--- src/aswb_pkg.sv ---
`default_nettype none

package aswb_pkg;

  localparam int ADDR_W = 16;  // wishbone word address width
  localparam int DATA_W = 16;  // wishbone data width

  typedef logic [7:0]        byte_t;
  typedef logic [ADDR_W-1:0] addr_t;
  typedef logic [DATA_W-1:0] data_t;

  // command bytes, anything else is skipped like a nop
  localparam byte_t CMD_NOP   = 8'h00;
  localparam byte_t CMD_READ  = 8'h01;
  localparam byte_t CMD_WRITE = 8'h02;

  localparam byte_t STATUS_OK  = 8'h00;  // first byte of every reply
  localparam byte_t STATUS_ERR = 8'hee;

endpackage

`default_nettype wire
--- src/aswb_top.sv ---
`timescale 1ns/1ps
`default_nettype none

module aswb_top #(
  parameter int RAM_WORDS   = 64,
  parameter int WAIT_STATES = 2
) (
  input  wire                    clk,
  input  wire                    reset,
  input  wire                    rx_valid_i,
  input  wire  aswb_pkg::byte_t  rx_data_i,
  output logic                   rx_ready_o,
  output logic                   tx_valid_o,
  output aswb_pkg::byte_t        tx_data_o,
  input  wire                    tx_ready_i
);

  logic            req_valid;
  logic            req_ready;
  logic            req_we;
  aswb_pkg::addr_t req_adr;
  aswb_pkg::data_t req_dat;

  logic            wb_cyc;
  logic            wb_stb;
  logic            wb_we;
  aswb_pkg::addr_t wb_adr;
  aswb_pkg::data_t wb_dat_w;
  aswb_pkg::data_t wb_dat_r;
  logic            wb_ack;
  logic            wb_err;

  logic            rsp_valid;
  logic            rsp_ready;
  logic            rsp_err;
  logic            rsp_we;
  aswb_pkg::data_t rsp_dat;

  aswb_cmd_decoder u_decoder (
    .clk         (clk),
    .reset       (reset),
    .rx_valid_i  (rx_valid_i),
    .rx_data_i   (rx_data_i),
    .rx_ready_o  (rx_ready_o),
    .req_valid_o (req_valid),
    .req_we_o    (req_we),
    .req_adr_o   (req_adr),
    .req_dat_o   (req_dat),
    .req_ready_i (req_ready)
  );

  aswb_wb_master u_master (
    .clk         (clk),
    .reset       (reset),
    .req_valid_i (req_valid),
    .req_we_i    (req_we),
    .req_adr_i   (req_adr),
    .req_dat_i   (req_dat),
    .req_ready_o (req_ready),
    .wb_cyc_o    (wb_cyc),
    .wb_stb_o    (wb_stb),
    .wb_we_o     (wb_we),
    .wb_adr_o    (wb_adr),
    .wb_dat_o    (wb_dat_w),
    .wb_dat_i    (wb_dat_r),
    .wb_ack_i    (wb_ack),
    .wb_err_i    (wb_err),
    .rsp_valid_o (rsp_valid),
    .rsp_err_o   (rsp_err),
    .rsp_we_o    (rsp_we),
    .rsp_dat_o   (rsp_dat),
    .rsp_ready_i (rsp_ready)
  );

  aswb_reply_serializer u_serializer (
    .clk         (clk),
    .reset       (reset),
    .rsp_valid_i (rsp_valid),
    .rsp_err_i   (rsp_err),
    .rsp_we_i    (rsp_we),
    .rsp_dat_i   (rsp_dat),
    .rsp_ready_o (rsp_ready),
    .tx_valid_o  (tx_valid_o),
    .tx_data_o   (tx_data_o),
    .tx_ready_i  (tx_ready_i)
  );

  aswb_wb_ram #(
    .RAM_WORDS   (RAM_WORDS),
    .WAIT_STATES (WAIT_STATES)
  ) u_ram (
    .clk      (clk),
    .reset    (reset),
    .wb_cyc_i (wb_cyc),
    .wb_stb_i (wb_stb),
    .wb_we_i  (wb_we),
    .wb_adr_i (wb_adr),
    .wb_dat_i (wb_dat_w),
    .wb_dat_o (wb_dat_r),
    .wb_ack_o (wb_ack),
    .wb_err_o (wb_err)
  );

endmodule

`default_nettype wire

--- src/aswb_wb_ram.sv ---
`timescale 1ns/1ps
`default_nettype none

module aswb_wb_ram #(
  parameter int RAM_WORDS   = 64,
  parameter int WAIT_STATES = 2
) (
  input  wire                    clk,
  input  wire                    reset,
  input  wire                    wb_cyc_i,
  input  wire                    wb_stb_i,
  input  wire                    wb_we_i,
  input  wire  aswb_pkg::addr_t  wb_adr_i,
  input  wire  aswb_pkg::data_t  wb_dat_i,
  output aswb_pkg::data_t        wb_dat_o,
  output logic                   wb_ack_o,
  output logic                   wb_err_o
);

  localparam int IDX_W = (RAM_WORDS > 1) ? $clog2(RAM_WORDS) : 1;
  localparam int CNT_W = $clog2(WAIT_STATES + 1);

  aswb_pkg::data_t mem [RAM_WORDS];
  logic [CNT_W-1:0] wait_cnt;
  logic             pending;
  logic             respond;
  logic             in_range;

  // WAIT_STATES must be at least one, the reply is a registered pulse
  assign pending  = wb_cyc_i & wb_stb_i & ~wb_ack_o & ~wb_err_o;
  assign respond  = pending & (wait_cnt == CNT_W'(WAIT_STATES - 1));
  assign in_range = (wb_adr_i < RAM_WORDS);

  always_ff @(posedge clk) begin
    if (reset) begin
      wait_cnt <= '0;
      wb_ack_o <= 1'b0;
      wb_err_o <= 1'b0;
    end else begin
      wb_ack_o <= respond & in_range;
      wb_err_o <= respond & ~in_range;
      if (pending && !respond) begin
        wait_cnt <= wait_cnt + 1'b1;
      end else begin
        wait_cnt <= '0;  // rearm for the next strobe
      end
    end
  end

  always_ff @(posedge clk) begin
    if (respond && in_range) begin
      if (wb_we_i) begin
        mem[wb_adr_i[IDX_W-1:0]] <= wb_dat_i;
      end
      wb_dat_o <= mem[wb_adr_i[IDX_W-1:0]];  // valid during the ack cycle
    end
  end

endmodule

`default_nettype wire

--- src/aswb_reply_serializer.sv ---
`timescale 1ns/1ps
`default_nettype none

module aswb_reply_serializer (
  input  wire                    clk,
  input  wire                    reset,
  input  wire                    rsp_valid_i,
  input  wire                    rsp_err_i,
  input  wire                    rsp_we_i,
  input  wire  aswb_pkg::data_t  rsp_dat_i,
  output logic                   rsp_ready_o,
  output logic                   tx_valid_o,
  output aswb_pkg::byte_t        tx_data_o,
  input  wire                    tx_ready_i
);

  logic            rsp_fire;
  logic            tx_fire;
  logic [1:0]      byte_cnt;
  logic [1:0]      byte_last;  // index of the final reply byte
  aswb_pkg::data_t word;

  assign rsp_ready_o = ~tx_valid_o;
  assign rsp_fire    = rsp_valid_i & rsp_ready_o;
  assign tx_fire     = tx_valid_o & tx_ready_i;

  always_ff @(posedge clk) begin
    if (reset) begin
      tx_valid_o <= 1'b0;
      byte_cnt   <= 2'd0;
    end else if (rsp_fire) begin
      tx_valid_o <= 1'b1;
      byte_cnt   <= 2'd0;
    end else if (tx_fire) begin
      if (byte_cnt == byte_last) begin
        tx_valid_o <= 1'b0;
      end else begin
        byte_cnt <= byte_cnt + 2'd1;
      end
    end
  end

  always_ff @(posedge clk) begin
    if (rsp_fire) begin
      tx_data_o <= rsp_err_i ? aswb_pkg::STATUS_ERR : aswb_pkg::STATUS_OK;
      word      <= rsp_dat_i;
      byte_last <= (rsp_err_i || rsp_we_i) ? 2'd0 : 2'd2;  // good reads add two data bytes
    end else if (tx_fire && byte_cnt != byte_last) begin
      tx_data_o <= (byte_cnt == 2'd0) ? word[7:0] : word[15:8];
    end
  end

endmodule

`default_nettype wire

--- src/aswb_wb_master.sv ---
`timescale 1ns/1ps
`default_nettype none

module aswb_wb_master (
  input  wire                    clk,
  input  wire                    reset,
  input  wire                    req_valid_i,
  input  wire                    req_we_i,
  input  wire  aswb_pkg::addr_t  req_adr_i,
  input  wire  aswb_pkg::data_t  req_dat_i,
  output logic                   req_ready_o,
  output logic                   wb_cyc_o,
  output logic                   wb_stb_o,
  output logic                   wb_we_o,
  output aswb_pkg::addr_t        wb_adr_o,
  output aswb_pkg::data_t        wb_dat_o,
  input  wire  aswb_pkg::data_t  wb_dat_i,
  input  wire                    wb_ack_i,
  input  wire                    wb_err_i,
  output logic                   rsp_valid_o,
  output logic                   rsp_err_o,
  output logic                   rsp_we_o,
  output aswb_pkg::data_t        rsp_dat_o,
  input  wire                    rsp_ready_i
);

  logic req_fire;
  logic wb_done;

  assign req_ready_o = ~wb_cyc_o & ~rsp_valid_o;  // one transfer or result at a time
  assign wb_stb_o    = wb_cyc_o;
  assign req_fire    = req_valid_i & req_ready_o;
  assign wb_done     = wb_cyc_o & (wb_ack_i | wb_err_i);

  always_ff @(posedge clk) begin
    if (reset) begin
      wb_cyc_o    <= 1'b0;
      rsp_valid_o <= 1'b0;
    end else begin
      if (req_fire) begin
        wb_cyc_o <= 1'b1;
      end else if (wb_done) begin
        wb_cyc_o <= 1'b0;  // classic cycle ends the cycle after ack or err
      end
      if (wb_done) begin
        rsp_valid_o <= 1'b1;
      end else if (rsp_valid_o && rsp_ready_i) begin
        rsp_valid_o <= 1'b0;
      end
    end
  end

  always_ff @(posedge clk) begin
    if (req_fire) begin
      wb_we_o  <= req_we_i;
      wb_adr_o <= req_adr_i;
      wb_dat_o <= req_dat_i;
    end
    if (wb_done) begin
      rsp_err_o <= wb_err_i;
      rsp_we_o  <= wb_we_o;
    end
    if (wb_cyc_o && wb_ack_i) begin
      rsp_dat_o <= wb_dat_i;
    end
  end

endmodule

`default_nettype wire

--- src/aswb_cmd_decoder.sv ---
`timescale 1ns/1ps
`default_nettype none

module aswb_cmd_decoder (
  input  wire                    clk,
  input  wire                    reset,
  input  wire                    rx_valid_i,
  input  wire  aswb_pkg::byte_t  rx_data_i,
  output logic                   rx_ready_o,
  output logic                   req_valid_o,
  output logic                   req_we_o,
  output aswb_pkg::addr_t        req_adr_o,
  output aswb_pkg::data_t        req_dat_o,
  input  wire                    req_ready_i
);

  typedef enum logic [2:0] {
    ST_CMD,
    ST_ADR_LO,
    ST_ADR_HI,
    ST_DAT_LO,
    ST_DAT_HI
  } state_t;

  state_t state;
  logic   rx_fire;
  logic   req_fire;
  logic   last_byte;

  // stall only while a finished request waits for the master
  assign rx_ready_o = ~req_valid_o | req_ready_i;
  assign rx_fire    = rx_valid_i & rx_ready_o;
  assign req_fire   = req_valid_o & req_ready_i;

  assign last_byte = rx_fire & ((state == ST_ADR_HI && !req_we_o) || state == ST_DAT_HI);

  always_ff @(posedge clk) begin
    if (reset) begin
      state       <= ST_CMD;
      req_valid_o <= 1'b0;
    end else begin
      if (req_fire) begin
        req_valid_o <= 1'b0;
      end
      if (last_byte) begin
        req_valid_o <= 1'b1;  // wins over a same-cycle hand-off
      end
      if (rx_fire) begin
        case (state)
          ST_CMD: begin
            if (rx_data_i == aswb_pkg::CMD_READ || rx_data_i == aswb_pkg::CMD_WRITE) begin
              state <= ST_ADR_LO;
            end
          end
          ST_ADR_LO: state <= ST_ADR_HI;
          ST_ADR_HI: state <= req_we_o ? ST_DAT_LO : ST_CMD;  // reads carry no data
          ST_DAT_LO: state <= ST_DAT_HI;
          default:   state <= ST_CMD;
        endcase
      end
    end
  end

  // request fields fill in place, they only change once the held request is taken
  always_ff @(posedge clk) begin
    if (rx_fire) begin
      case (state)
        ST_CMD:    req_we_o        <= (rx_data_i == aswb_pkg::CMD_WRITE);
        ST_ADR_LO: req_adr_o[7:0]  <= rx_data_i;
        ST_ADR_HI: req_adr_o[15:8] <= rx_data_i;
        ST_DAT_LO: req_dat_o[7:0]  <= rx_data_i;
        default:   req_dat_o[15:8] <= rx_data_i;
      endcase
    end
  end

endmodule

`default_nettype wire

--- config.mk ---
export PLATFORM = sky130hd
export DESIGN_NAME = aswb_top
export DESIGN_NICKNAME = d
export VERILOG_FILES = /design/src/aswb_pkg.sv /design/src/aswb_top.sv /design/src/aswb_wb_ram.sv /design/src/aswb_reply_serializer.sv /design/src/aswb_wb_master.sv /design/src/aswb_cmd_decoder.sv
export SDC_FILE = /design/constraint.sdc
export NUM_CORES = 1
export LEC_CHECK = 0
export BUFFER_PORTS_ARGS = -buffer_cell sky130_fd_sc_hd__buf_2
export CELL_PAD_IN_SITES_DETAIL_PLACEMENT = 1
export CELL_PAD_IN_SITES_GLOBAL_PLACEMENT = 1
export CORE_MARGIN = 2
export CORE_UTILIZATION = 35
export DETAILED_ROUTE_END_ITERATION = 10
export PLACE_DENSITY_LB_ADDON = 0.1
export SYNTH_ARGS = -nofsm -noshare
export SYNTH_HDL_FRONTEND = slang
export SYNTH_SLANG_ARGS = --single-unit
--- constraint.sdc ---
create_clock -name clk -period 2.97 [get_ports clk]
set_input_delay 0.4455 -clock clk [delete_from_list [all_inputs] [get_ports clk]]
set_output_delay 0.4455 -clock clk [all_outputs]
set_load 0.005 [all_outputs]
==> flow_summary.ini, run 1 <==
[routing]
drt-total-wl_mm = 146
antenna_left = 0
drc = 0
firstDrtPassIters = 5
drtIter0Drc = 2697
vias = 25800
vias_per_cell = 5.58
wl_per_cell_um = 31.7

[logic_synthesis]
syn_area_mm2 = 0.0440
syn_inst = 2523
yosys.area.top_type_share = 0.784
yosys_warnings = 0
synthArstFlopShare = 0
syn-num-nets = 2537
synthAdderAreaFrac = 0.000568
seq_area_frac_synth = 0.790
synth_edf_count = 1149
synthMuxAreaShare = 0.0535
synth_compound_area_frac = 0.102
synthTopCellsByArea = edfxtp_1, mux2i_1, a22oi_1, a221oi_1, nor2_1
synth_ff_type = edfxtp_1
synth-seq-cells = 1162
yosys.area_share.simple = 0.0345
ys_types = 62
synth_xor_area_frac = 0.000398
synth_top_family_by_area = compound AO/OA/AOI/OAI gates
post_synth.cell_area_avg_um2 = 17.4
yosysTopAreaCell = edfxtp_1

[worst_setup_path]
required_ns = 3.47
cpPeakStageDelay_ns = 0.70
crit_slowest_cell = a222oi_1
cp.arrival_ns = 3.55
crit_path_end_kind = flip-flop
regToRegStartpoint = u_master.wb_adr_o[2]
r2r_end = u_ram.wb_dat_o[11]
cpMostUsedCell = buf_12
ff2ff_path_depth = 9
path_cells = buf_6 -> buf_12 -> inv_2 -> buf_12 -> a221o_1 -> a222oi_1 -> o22ai_1 -> buf_4 -> or4_4
criticalPathCategory = reg -> reg
cp_max_fo = 18
rrSetupSlack_ns = -0.07
startpoint_type = flip-flop

[place]
dpl_worst_slack_ns = -0.913
placed_cell_area_mm2 = 0.0488
dp_hpwl_mm = 91.8
numPortBuffers = 21
gp_congestion = 0.844

[global_route]
grt-ovfl-total = 0
grt_pass1_vias = 26900
antenna_found_initial = 7
track_usage = 0.228
grt_pass1_wl_mm = 206
grt_max_degree = 65

[finish]
num-fill-cells = 12000
design_area_mm2 = 0.0537
layout-drive-gt1-share = 0.230
final_nets = 2873
syn_to_final_growth_pct = 22.0

[clock_tree]
cts_root_buf = clkbuf_16
cts_tree = built
cts_buffers = 132
cts.sink_count = 1162
clk_transition_reported_paths_ns = 0.06
clk_latency_ns = 0.77
cts_max_level = 4
cts_buffer_depth = 3

[worst_hold_path]
hold_path_end = u_serializer.word[1]
hold-path-cell-count = 0
hold_path.class = reg -> reg
hp-start = u_master.rsp_dat_o[1]

[sta]
rsz0062_at_grt = yes
post-route-period-util = 1.02
slew_violations = 0
fmax_mhz = 329
slew_headroom = 0.0614
clock_skew_ns = 0.0382
worst_pin_slew_ns = 1.39
postLayoutSetupSlackWorst_ns = -0.0715
setup_viol = 2
setup_tns_ns = -0.0828
finalHoldViolCount = 0
fin_crit_ns = 3.04

[pwr]
power_leakage_nw = 17.4
power_density_mw_per_mm2 = 621
power.total_mw = 33.4
max-vdd-ir-drop_uv = 571

[die]
boundaryPins = 22
fp-row-count = 130
initial_core_util = 0.351
dieArea_mm2 = 0.129
die-width_um = 359
core_area_mm2 = 0.125
fp.dieH_um = 359

[outcome]
failed_checks = negative setup slack
status = complete, but fails checks

[job]
cap_violations = 0
## state kept, by name, indices dropped and copies added, names as in the netlist
signal,count
u_serializer.tx_data_o,8
u_master.rsp_dat_o,16
u_master.wb_dat_o,16
u_serializer.tx_valid_o,1
u_decoder.req_we_o,1
u_serializer.byte_cnt,2
u_ram.wb_dat_o,16
u_master.wb_cyc_o,1
u_decoder.req_dat_o,16
u_master.wb_we_o,1
u_ram.wb_ack_o,1
u_decoder.state,3
u_master.rsp_we_o,1
u_ram.wait_cnt,2
u_ram.mem,1024
u_serializer.byte_last,1
u_ram.wb_err_o,1
u_decoder.req_adr_o,16
u_master.rsp_valid_o,1
u_decoder.req_valid_o,1
u_master.rsp_err_o,1
u_serializer.word,16
u_master.wb_adr_o,16
## cells in the mapped netlist, types with 13 or more instances
library cell	instances
edfxtp_1	1149
dfxtp_1	13
mux2_2	49
buf_2	55
o221ai_1	16
mux2i_1	124
a21oi_1	87
a22o_1	22
buf_1	15
nand2_1	70
a22oi_1	160
nor2_1	160
nor3_1	31
a31oi_1	20
o22ai_1	64
a221oi_1	107
a221o_1	14
buf_4	16
o21ai_0	101
clkbuf_1	82
mux4_2	25
nand3_1	21
## critical path: cells and delay by family (launching register included)
family	cells	cell delay, ns
AO/OA/AOI/OAI	3	1.17
buffers and inverters	5	0.72
AND/OR/NAND/NOR	1	0.52
flip-flops	1	0.37
## repair_timing
action | CTS | global route
gates cloned | 6 | 0
setup buffers | 23 | 9
setup endpoints to repair | 84 | 74
resized for setup | 40 | 51
hold buffers | 11 | 0
pin swaps | 6 | 6
hold endpoints to repair | 36 | 0
## cells by family (layout without fill, tap and decap cells)
kind of cell    Yosys count  count (layout)
compound gates          639             639
xor+xnor                  2               2
fa+ha+maj                 2               2
buf+inv                 182             617
flops                  1162            1162
mux                     198             198
other cells               0               2
simple gates            338             341
## how the worst max path moves through the flow
stage / startpoint / to / slack (ns) / cells past startpoint
floorplan: u_master.wb_adr_o[2] / u_ram.mem[0][0] / -0.01 / 8
global placement: u_master.wb_adr_o[0] / u_ram.wb_dat_o[8] / -0.87 / 8
detailed placement: u_master.wb_adr_o[0] / u_ram.wb_dat_o[8] / -0.91 / 8
CTS: u_master.wb_adr_o[1] / u_ram.wb_dat_o[11] / -0.03 / 8
global route: u_master.wb_adr_o[1] / u_ram.wb_dat_o[11] / -0.04 / 8
finish: u_master.wb_adr_o[2] / u_ram.wb_dat_o[11] / -0.07 / 9
## where the power goes
part | internal, mW | leakage, nW | switching (mW)
Clock | 8.99 | 1.97 | 6.58
Sequential | 17.7 | 10.4 | 0.000839
Combinational | 0.0195 | 5.05 | 0.0261
## cell type report
type                    instances  area, µm²  share of cell area
inverters                      10       37.5            0.000699
diodes                          2       5.00           0.0000932
clock buffers                 169       3440              0.0641
repair buffers                371       4030              0.0750
flip-flops and latches       1162      34800               0.647
clock inverters                67        621              0.0116
multi-input cells            1182       8760               0.163
well taps                    1650       2060              0.0384
## per-stage QoR
| stage | hold WS, ns | instances | util |
|---|---|---|---|
| 2_1_floorplan | 0.400 | 2523 | - |
| 3_3_place_gp | 0.402 | 4326 | 0.390 |
| 3_5_place_dp | 0.406 | 4326 | 0.390 |
| 4_1_cts | 0.418 | 4602 | 0.427 |
| 5_1_grt | 0.421 | 4611 | 0.429 |
| 6_report | 0.417 | 4613 | 0.429 |
## layout by cell type, fill, tap and decap left out, types with 13 or more instances in the layout
| cell type | instances |
|---|---|
| clkinv_1 | 26 |
| a22oi_1 | 151 |
| nand2_1 | 66 |
| nor2_1 | 156 |
| o22ai_1 | 64 |
| mux2_2 | 49 |
| a22o_1 | 22 |
| buf_2 | 21 |
| buf_12 | 91 |
| a221o_1 | 14 |
| clkbuf_16 | 132 |
| a221oi_1 | 99 |
| mux4_2 | 25 |
| clkbuf_1 | 37 |
| dfxtp_1 | 13 |
| buf_4 | 235 |
| nand3_1 | 21 |
| o21ai_0 | 90 |
| a21oi_1 | 79 |
| edfxtp_1 | 1149 |
| mux2i_1 | 120 |
| nor3_1 | 30 |
| clkinv_2 | 16 |
| a31oi_1 | 20 |
| o221ai_1 | 16 |
## per-layer routing
metal	part of all wire	global-route usage	up-vias
met2	0.48	0.374	720
met4	0.026	0.0659	0
met5	0	0	-
met3	0.055	0.0377	181
li1	-	-	11000
met1	0.44	0.314	13800
(Power assumes the default switching activity.)
==> run 2: changes to the inputs <==
--- a/config.mk
+++ b/config.mk
@@ -5,11 +5,12 @@
 export SDC_FILE = /design/constraint.sdc
 export NUM_CORES = 1
 export LEC_CHECK = 0
+export ABC_AREA = 1
 export BUFFER_PORTS_ARGS = -buffer_cell sky130_fd_sc_hd__buf_2
 export CELL_PAD_IN_SITES_DETAIL_PLACEMENT = 1
 export CELL_PAD_IN_SITES_GLOBAL_PLACEMENT = 1
 export CORE_MARGIN = 2
-export CORE_UTILIZATION = 35
+export CORE_UTILIZATION = 25
 export DETAILED_ROUTE_END_ITERATION = 10
 export PLACE_DENSITY_LB_ADDON = 0.1
 export SYNTH_ARGS = -nofsm -noshare
==> run 2 against run 1 <==
  * The run now ends clean
  * Highest routed layer is now met5
  * First-iteration DRC count decreased by 31%
  * Synthesized cell count increased by 79%
  * Setup slack improved by 0.23 ns
==> flow_summary.ini, run 2 <==
[outcome]
status = completed

[clock_tree]
cts_buffers = 144
cts_buffer_depth = 3
clk_latency_ns = 0.79
cts_root_buf = clkbuf_16
post_cts_buffers = 0
cts_tree = built
cts_max_level = 4
clk_transition_reported_paths_ns = 0.06
cts.sink_count = 1162

[sta]
fmax_mhz = 356
finalHoldViolCount = 0
fin_crit_ns = 2.81
rsz0062_at_grt = no
whs_ns = 0.161
setup_tns_ns = 0
post-route-period-util = 0.945
slew_violations = 0
setup_viol = 0
clock_skew_ns = 0.0438
worst_pin_slew_ns = 1.03
slew_headroom = 0.314

[logic_synthesis]
yosys_warnings = 0
post_synth.cell_area_avg_um2 = 10.6
yosys.area_share.simple = 0.242
synth_ff_type = edfxtp_1
yosys.area.top_type_share = 0.725
synth_edf_count = 1149
synthArstFlopShare = 0
syn_area_mm2 = 0.0476
yosysTopAreaCell = edfxtp_1
seq_area_frac_synth = 0.730
yosys-top-cells-count = nand2_1, edfxtp_1, nor2_1
synth_compound_area_frac = 0.00468
syn_inst = 4509
synthAdderAreaFrac = 0.000526
synth_top_family_by_area = simple AND/OR/NAND/NOR gates
syn-num-nets = 4523
synth_most_common_cell = nand2_1
synthMuxAreaShare = 0
ys_types = 23
synth-seq-cells = 1162
synth_xor_area_frac = 0
synthTopCellsByArea = edfxtp_1, nand2_1, nor2_1, buf_2, clkbuf_1

[routing]
vias = 31400
vias_per_cell = 4.30
drt-total-wl_mm = 164
antenna_left = 0
wl_per_cell_um = 22.5
drtIter0Drc = 1854
drc = 0
firstDrtPassIters = 5

[finish]
largest_reg_flops = 1024
layout_common_cells = nand2_1, edfxtp_1, clkbuf_16
fin_util = 0.302
final_nets = 4702
syn_to_final_growth_pct = 20.4
design_area_mm2 = 0.0573
layout-drive-gt1-share = 0.0915
layout_commonest_cell = nand2_1

[worst_setup_path]
cpPeakStageDelay_ns = 0.47
criticalPathCategory = reg -> reg
required_ns = 3.48
crit_slowest_cell = nor2_1
cp.arrival_ns = 3.31
path_cells = buf_4 -> buf_12 -> buf_4 -> nand2_1 -> nand2_1 -> nand2_1 -> nand2_1 -> nand2_1 -> nand2_1 -> nand2_1 -> nand2_1 -> nor2_1 -> nand2_1
cp_max_fo = 86
startpoint_type = flip-flop
cpMostUsedCell = nand2_1
crit_path_end_kind = flip-flop

[pwr]
power_leakage_nw = 22.9
power.total_mw = 35.0
power_density_mw_per_mm2 = 611
max-vdd-ir-drop_uv = 452

[place]
numPortBuffers = 21
placed_cell_area_mm2 = 0.0528
dp_hpwl_mm = 96.0
gp_congestion = 0.733

[job]
cap_violations = 0

[die]
fp.dieH_um = 440
fp-row-count = 160
die-width_um = 440
core_area_mm2 = 0.190
dieArea_mm2 = 0.194
initial_core_util = 0.251
boundaryPins = 22

[global_route]
grt_max_degree = 87
grt-ovfl-total = 0
grt_pass1_vias = 32700
track_usage = 0.170
antenna_found_initial = 7
grt_pass1_wl_mm = 238

[worst_hold_path]
hold_path.class = in -> reg
==> run 2: cell count changes after synthesis, sizes merged, moves of 19 or more <==
cell    previous run  this run
a21oi             87        10
a221oi           107         0
a22o              22         0
a22oi            160         0
a31oi             20         0
buf               90       109
inv               10        52
mux2              49         0
mux2i            124         0
mux4              25         0
nand2             70      2862
nor3              31        11
o21ai            101        25
o22ai             64         0
==> run 2: timing repair <==
action | 4_1_cts | 5_1_grt
setup endpoints to repair | 0 | 1
hold endpoints to repair | 39 | 0
hold buffers | 11 | 0
resized for setup | 0 | 1
==> run 2: worst paths after layout <==
| path | slack (ns) | startpoint | endpoint | cells after the start |
|---|---|---|---|---|
| setup / recovery | 0.16 | u_master.wb_adr_o[0] | u_ram.wb_dat_o[12] | 13 |
| hold / removal | 0.16 | rx_valid_i | u_decoder.state[1] | 6 |
| setup reg to reg | 0.16 | u_master.wb_adr_o[0] | u_ram.wb_dat_o[12] | 13 |
| hold reg to reg | 0.41 | u_decoder.req_dat_o[13] | u_master.wb_dat_o[13] | 0 |
==> run 2: report_power, final <==
part	switching [mW]	leakage, nW	internal, mW
clock	7.08	2.12	9.52
combinational	0.415	10.3	0.141
sequential	0.0113	10.4	17.8
total	7.51	22.9	27.5
==> run 2: logic make-up (layout without fill, tap and decap cells) <==
family / Yosys count / in the layout
and+or+nand+nor: 3046 / 3046
other: 0 / 5
buffers and inverters: 258 / 547
adders and majority gates: 2 / 2
AOI/OAI and AO/OA: 41 / 41
DFF: 1162 / 1162
==> run 2: routing by layer <==
layer  GRT usage  part of all wire  wire length, µm
met5           0           0.00016               27
met1       0.231              0.47            76700
met3      0.0248             0.031             5040
met2       0.282              0.48            78400
met4      0.0473             0.025             4050
==> run 2: metrics by stage <==
| step | instances | setup WS, ns |
|---|---|---|
| finish | 7314 | 0.162 |
| global route | 7309 | 0.103 |
| CTS | 7309 | 0.114 |
| detailed placement | 7042 | 0.123 |
| global placement | 7042 | 0.152 |
| floorplan | 4509 | 0.514 |
==> run 2: critical path, delay by kind of cell, from the launching register on <==
kind          cells  cell delay (ns)
buf+inv           3             0.74
flops             1             0.43
simple gates     10             1.20
==> run 2: cell type report <==
cell class	count	area, µm²
diodes	5	12.5
inverters	52	213
clock buffers	187	3830
clock inverters	69	523
repair buffers	239	3010
well taps	2511	3140
multi-input cells	3089	11800
flip-flops and latches	1162	34800
fillers	21100	132000
==> run 3: changes to the inputs <==
--- a/config.mk
+++ b/config.mk
@@ -9,7 +9,6 @@
 export BUFFER_PORTS_ARGS = -buffer_cell sky130_fd_sc_hd__buf_2
 export CELL_PAD_IN_SITES_DETAIL_PLACEMENT = 1
 export CELL_PAD_IN_SITES_GLOBAL_PLACEMENT = 1
-export CORE_MARGIN = 2
 export CORE_UTILIZATION = 25
 export DETAILED_ROUTE_END_ITERATION = 10
 export PLACE_DENSITY_LB_ADDON = 0.1
==> run 3 against run 2 <==
  * Final cell count decreased by 0.33%
  * Total power is 0.26% lower
  * Setup slack got worse by 0.061 ns
  * Critical endpoint is now u_ram.wb_dat_o[5]
  * Largest cell class unchanged
  * Register-to-register slack worse by 0.06 ns
  * Clock power is essentially flat
  * Maximum frequency shrank 2.1%
  * Critical path type unchanged
  * Via count shrank 1.0%
  * Die area fell by 0.91%
  * Final area barely moved
==> flow_summary.ini, run 3 (synthesis results as in run 2) <==
[outcome]
status = completed

[pwr]
power_leakage_nw = 22.9
power.total_mw = 34.9
max-vdd-ir-drop_uv = 487
power_density_mw_per_mm2 = 609

[global_route]
grt_pass1_wl_mm = 236
grt_max_degree = 92
track_usage = 0.170
grt-ovfl-total = 0
grt_pass1_vias = 32500
antenna_found_initial = 5

[finish]
fin_util = 0.304
final_nets = 4696
design_area_mm2 = 0.0573
layout_common_cells = nand2_1, edfxtp_1, clkbuf_16
largest_reg_flops = 1024
layout-drive-gt1-share = 0.0904
syn_to_final_growth_pct = 20.4
finalNonFillerCells = 7290
num-fill-cells = 20900
layout_commonest_cell = nand2_1

[place]
dpl_worst_slack_ns = 0.127
placed_cell_area_mm2 = 0.0529
numPortBuffers = 21
dp_hpwl_mm = 93.8
gp_congestion = 0.753
dp_cells = 7024

[die]
boundaryPins = 22
core_area_mm2 = 0.188
die-width_um = 438
dieArea_mm2 = 0.192
fp-row-count = 159
initial_core_util = 0.253
fp.dieH_um = 438

[sta]
setup_tns_ns = 0
worst_pin_slew_ns = 1.04
whs_ns = 0.0748
clock_skew_ns = 0.0255
fin_crit_ns = 2.87
postLayoutSetupSlackWorst_ns = 0.101
slew_headroom = 0.310
fmax_mhz = 349
post-route-period-util = 0.966
slew_violations = 0
setup_viol = 0
rsz0062_at_grt = no
finalHoldViolCount = 0

[worst_setup_path]
startpoint_type = flip-flop
cp.arrival_ns = 3.37
required_ns = 3.47
crit_path_end_kind = flip-flop
cp_max_fo = 76
criticalPathCategory = reg -> reg

[clock_tree]
hold_buffers = 10
cts.sink_count = 1162
post_cts_buffers = 0
clk_transition_reported_paths_ns = 0.06
cts-resized-gates = 0
cts_root_buf = clkbuf_16
cts_buffer_depth = 3
cts_buffers = 141
cts_tree = built
clk_latency_ns = 0.77
cts_max_level = 4

[routing]
drtIter0Drc = 1749
firstDrtPassIters = 5
drt-total-wl_mm = 162
vias_per_cell = 4.27
drc = 0
wl_per_cell_um = 22.3
vias = 31100
antenna_left = 0

[worst_hold_path]
hold_path.class = in -> reg

[job]
cap_violations = 0
-- run 3: final timing paths --
check	from	end	slack [ns]	depth (start not counted)
max	u_master.wb_adr_o[0]	u_ram.wb_dat_o[5]	0.10	13
min	rx_valid_i	u_decoder.state[2]	0.07	5
max reg2reg	u_master.wb_adr_o[0]	u_ram.wb_dat_o[5]	0.10	13
min reg2reg	u_decoder.req_adr_o[8]	u_master.wb_adr_o[8]	0.41	0
-- run 3: area by class of cell --
type	count	area [µm²]	area share
Sequential cell	1162	34800	0.607
Multi-Input combinational cell	3089	11800	0.206
Clock buffer	171	3750	0.0654
Tap cell	2495	3120	0.0545
Timing Repair Buffer	236	3070	0.0536
Clock inverter	79	562	0.00980
Inverter	52	213	0.00371
Antenna cell	6	15.0	0.000262
-- run 3: worst max-delay path: stages (launching register included) --
cell and delay (ns):
edfxtp_1 0.41, buf_12 0.18, buf_12 0.20, buf_4 0.36, nand2_1 0.11, nand2_1 0.05
nand2_1 0.05, nand2_1 0.12, nand2_1 0.08, nand2_1 0.06, nand2_1 0.09, nand2_1 0.12
nor2_1 0.52, nand2_1 0.10
-- run 3: per-layer routing --
metal  GRT usage  vias up  part of all wire
met5           0        -                 0
met4      0.0393        0             0.020
met3      0.0224      193             0.025
met2       0.285      298              0.48
met1       0.231    15600              0.47
li1            -    15100                 -
-- run 3: power by group --
group | internal [mW] | switching (mW) | leakage [nW]
Clock | 9.54 | 6.98 | 2.11
Combinational | 0.146 | 0.411 | 10.3
Sequential | 17.8 | 0.0134 | 10.4
Total | 27.5 | 7.40 | 22.9
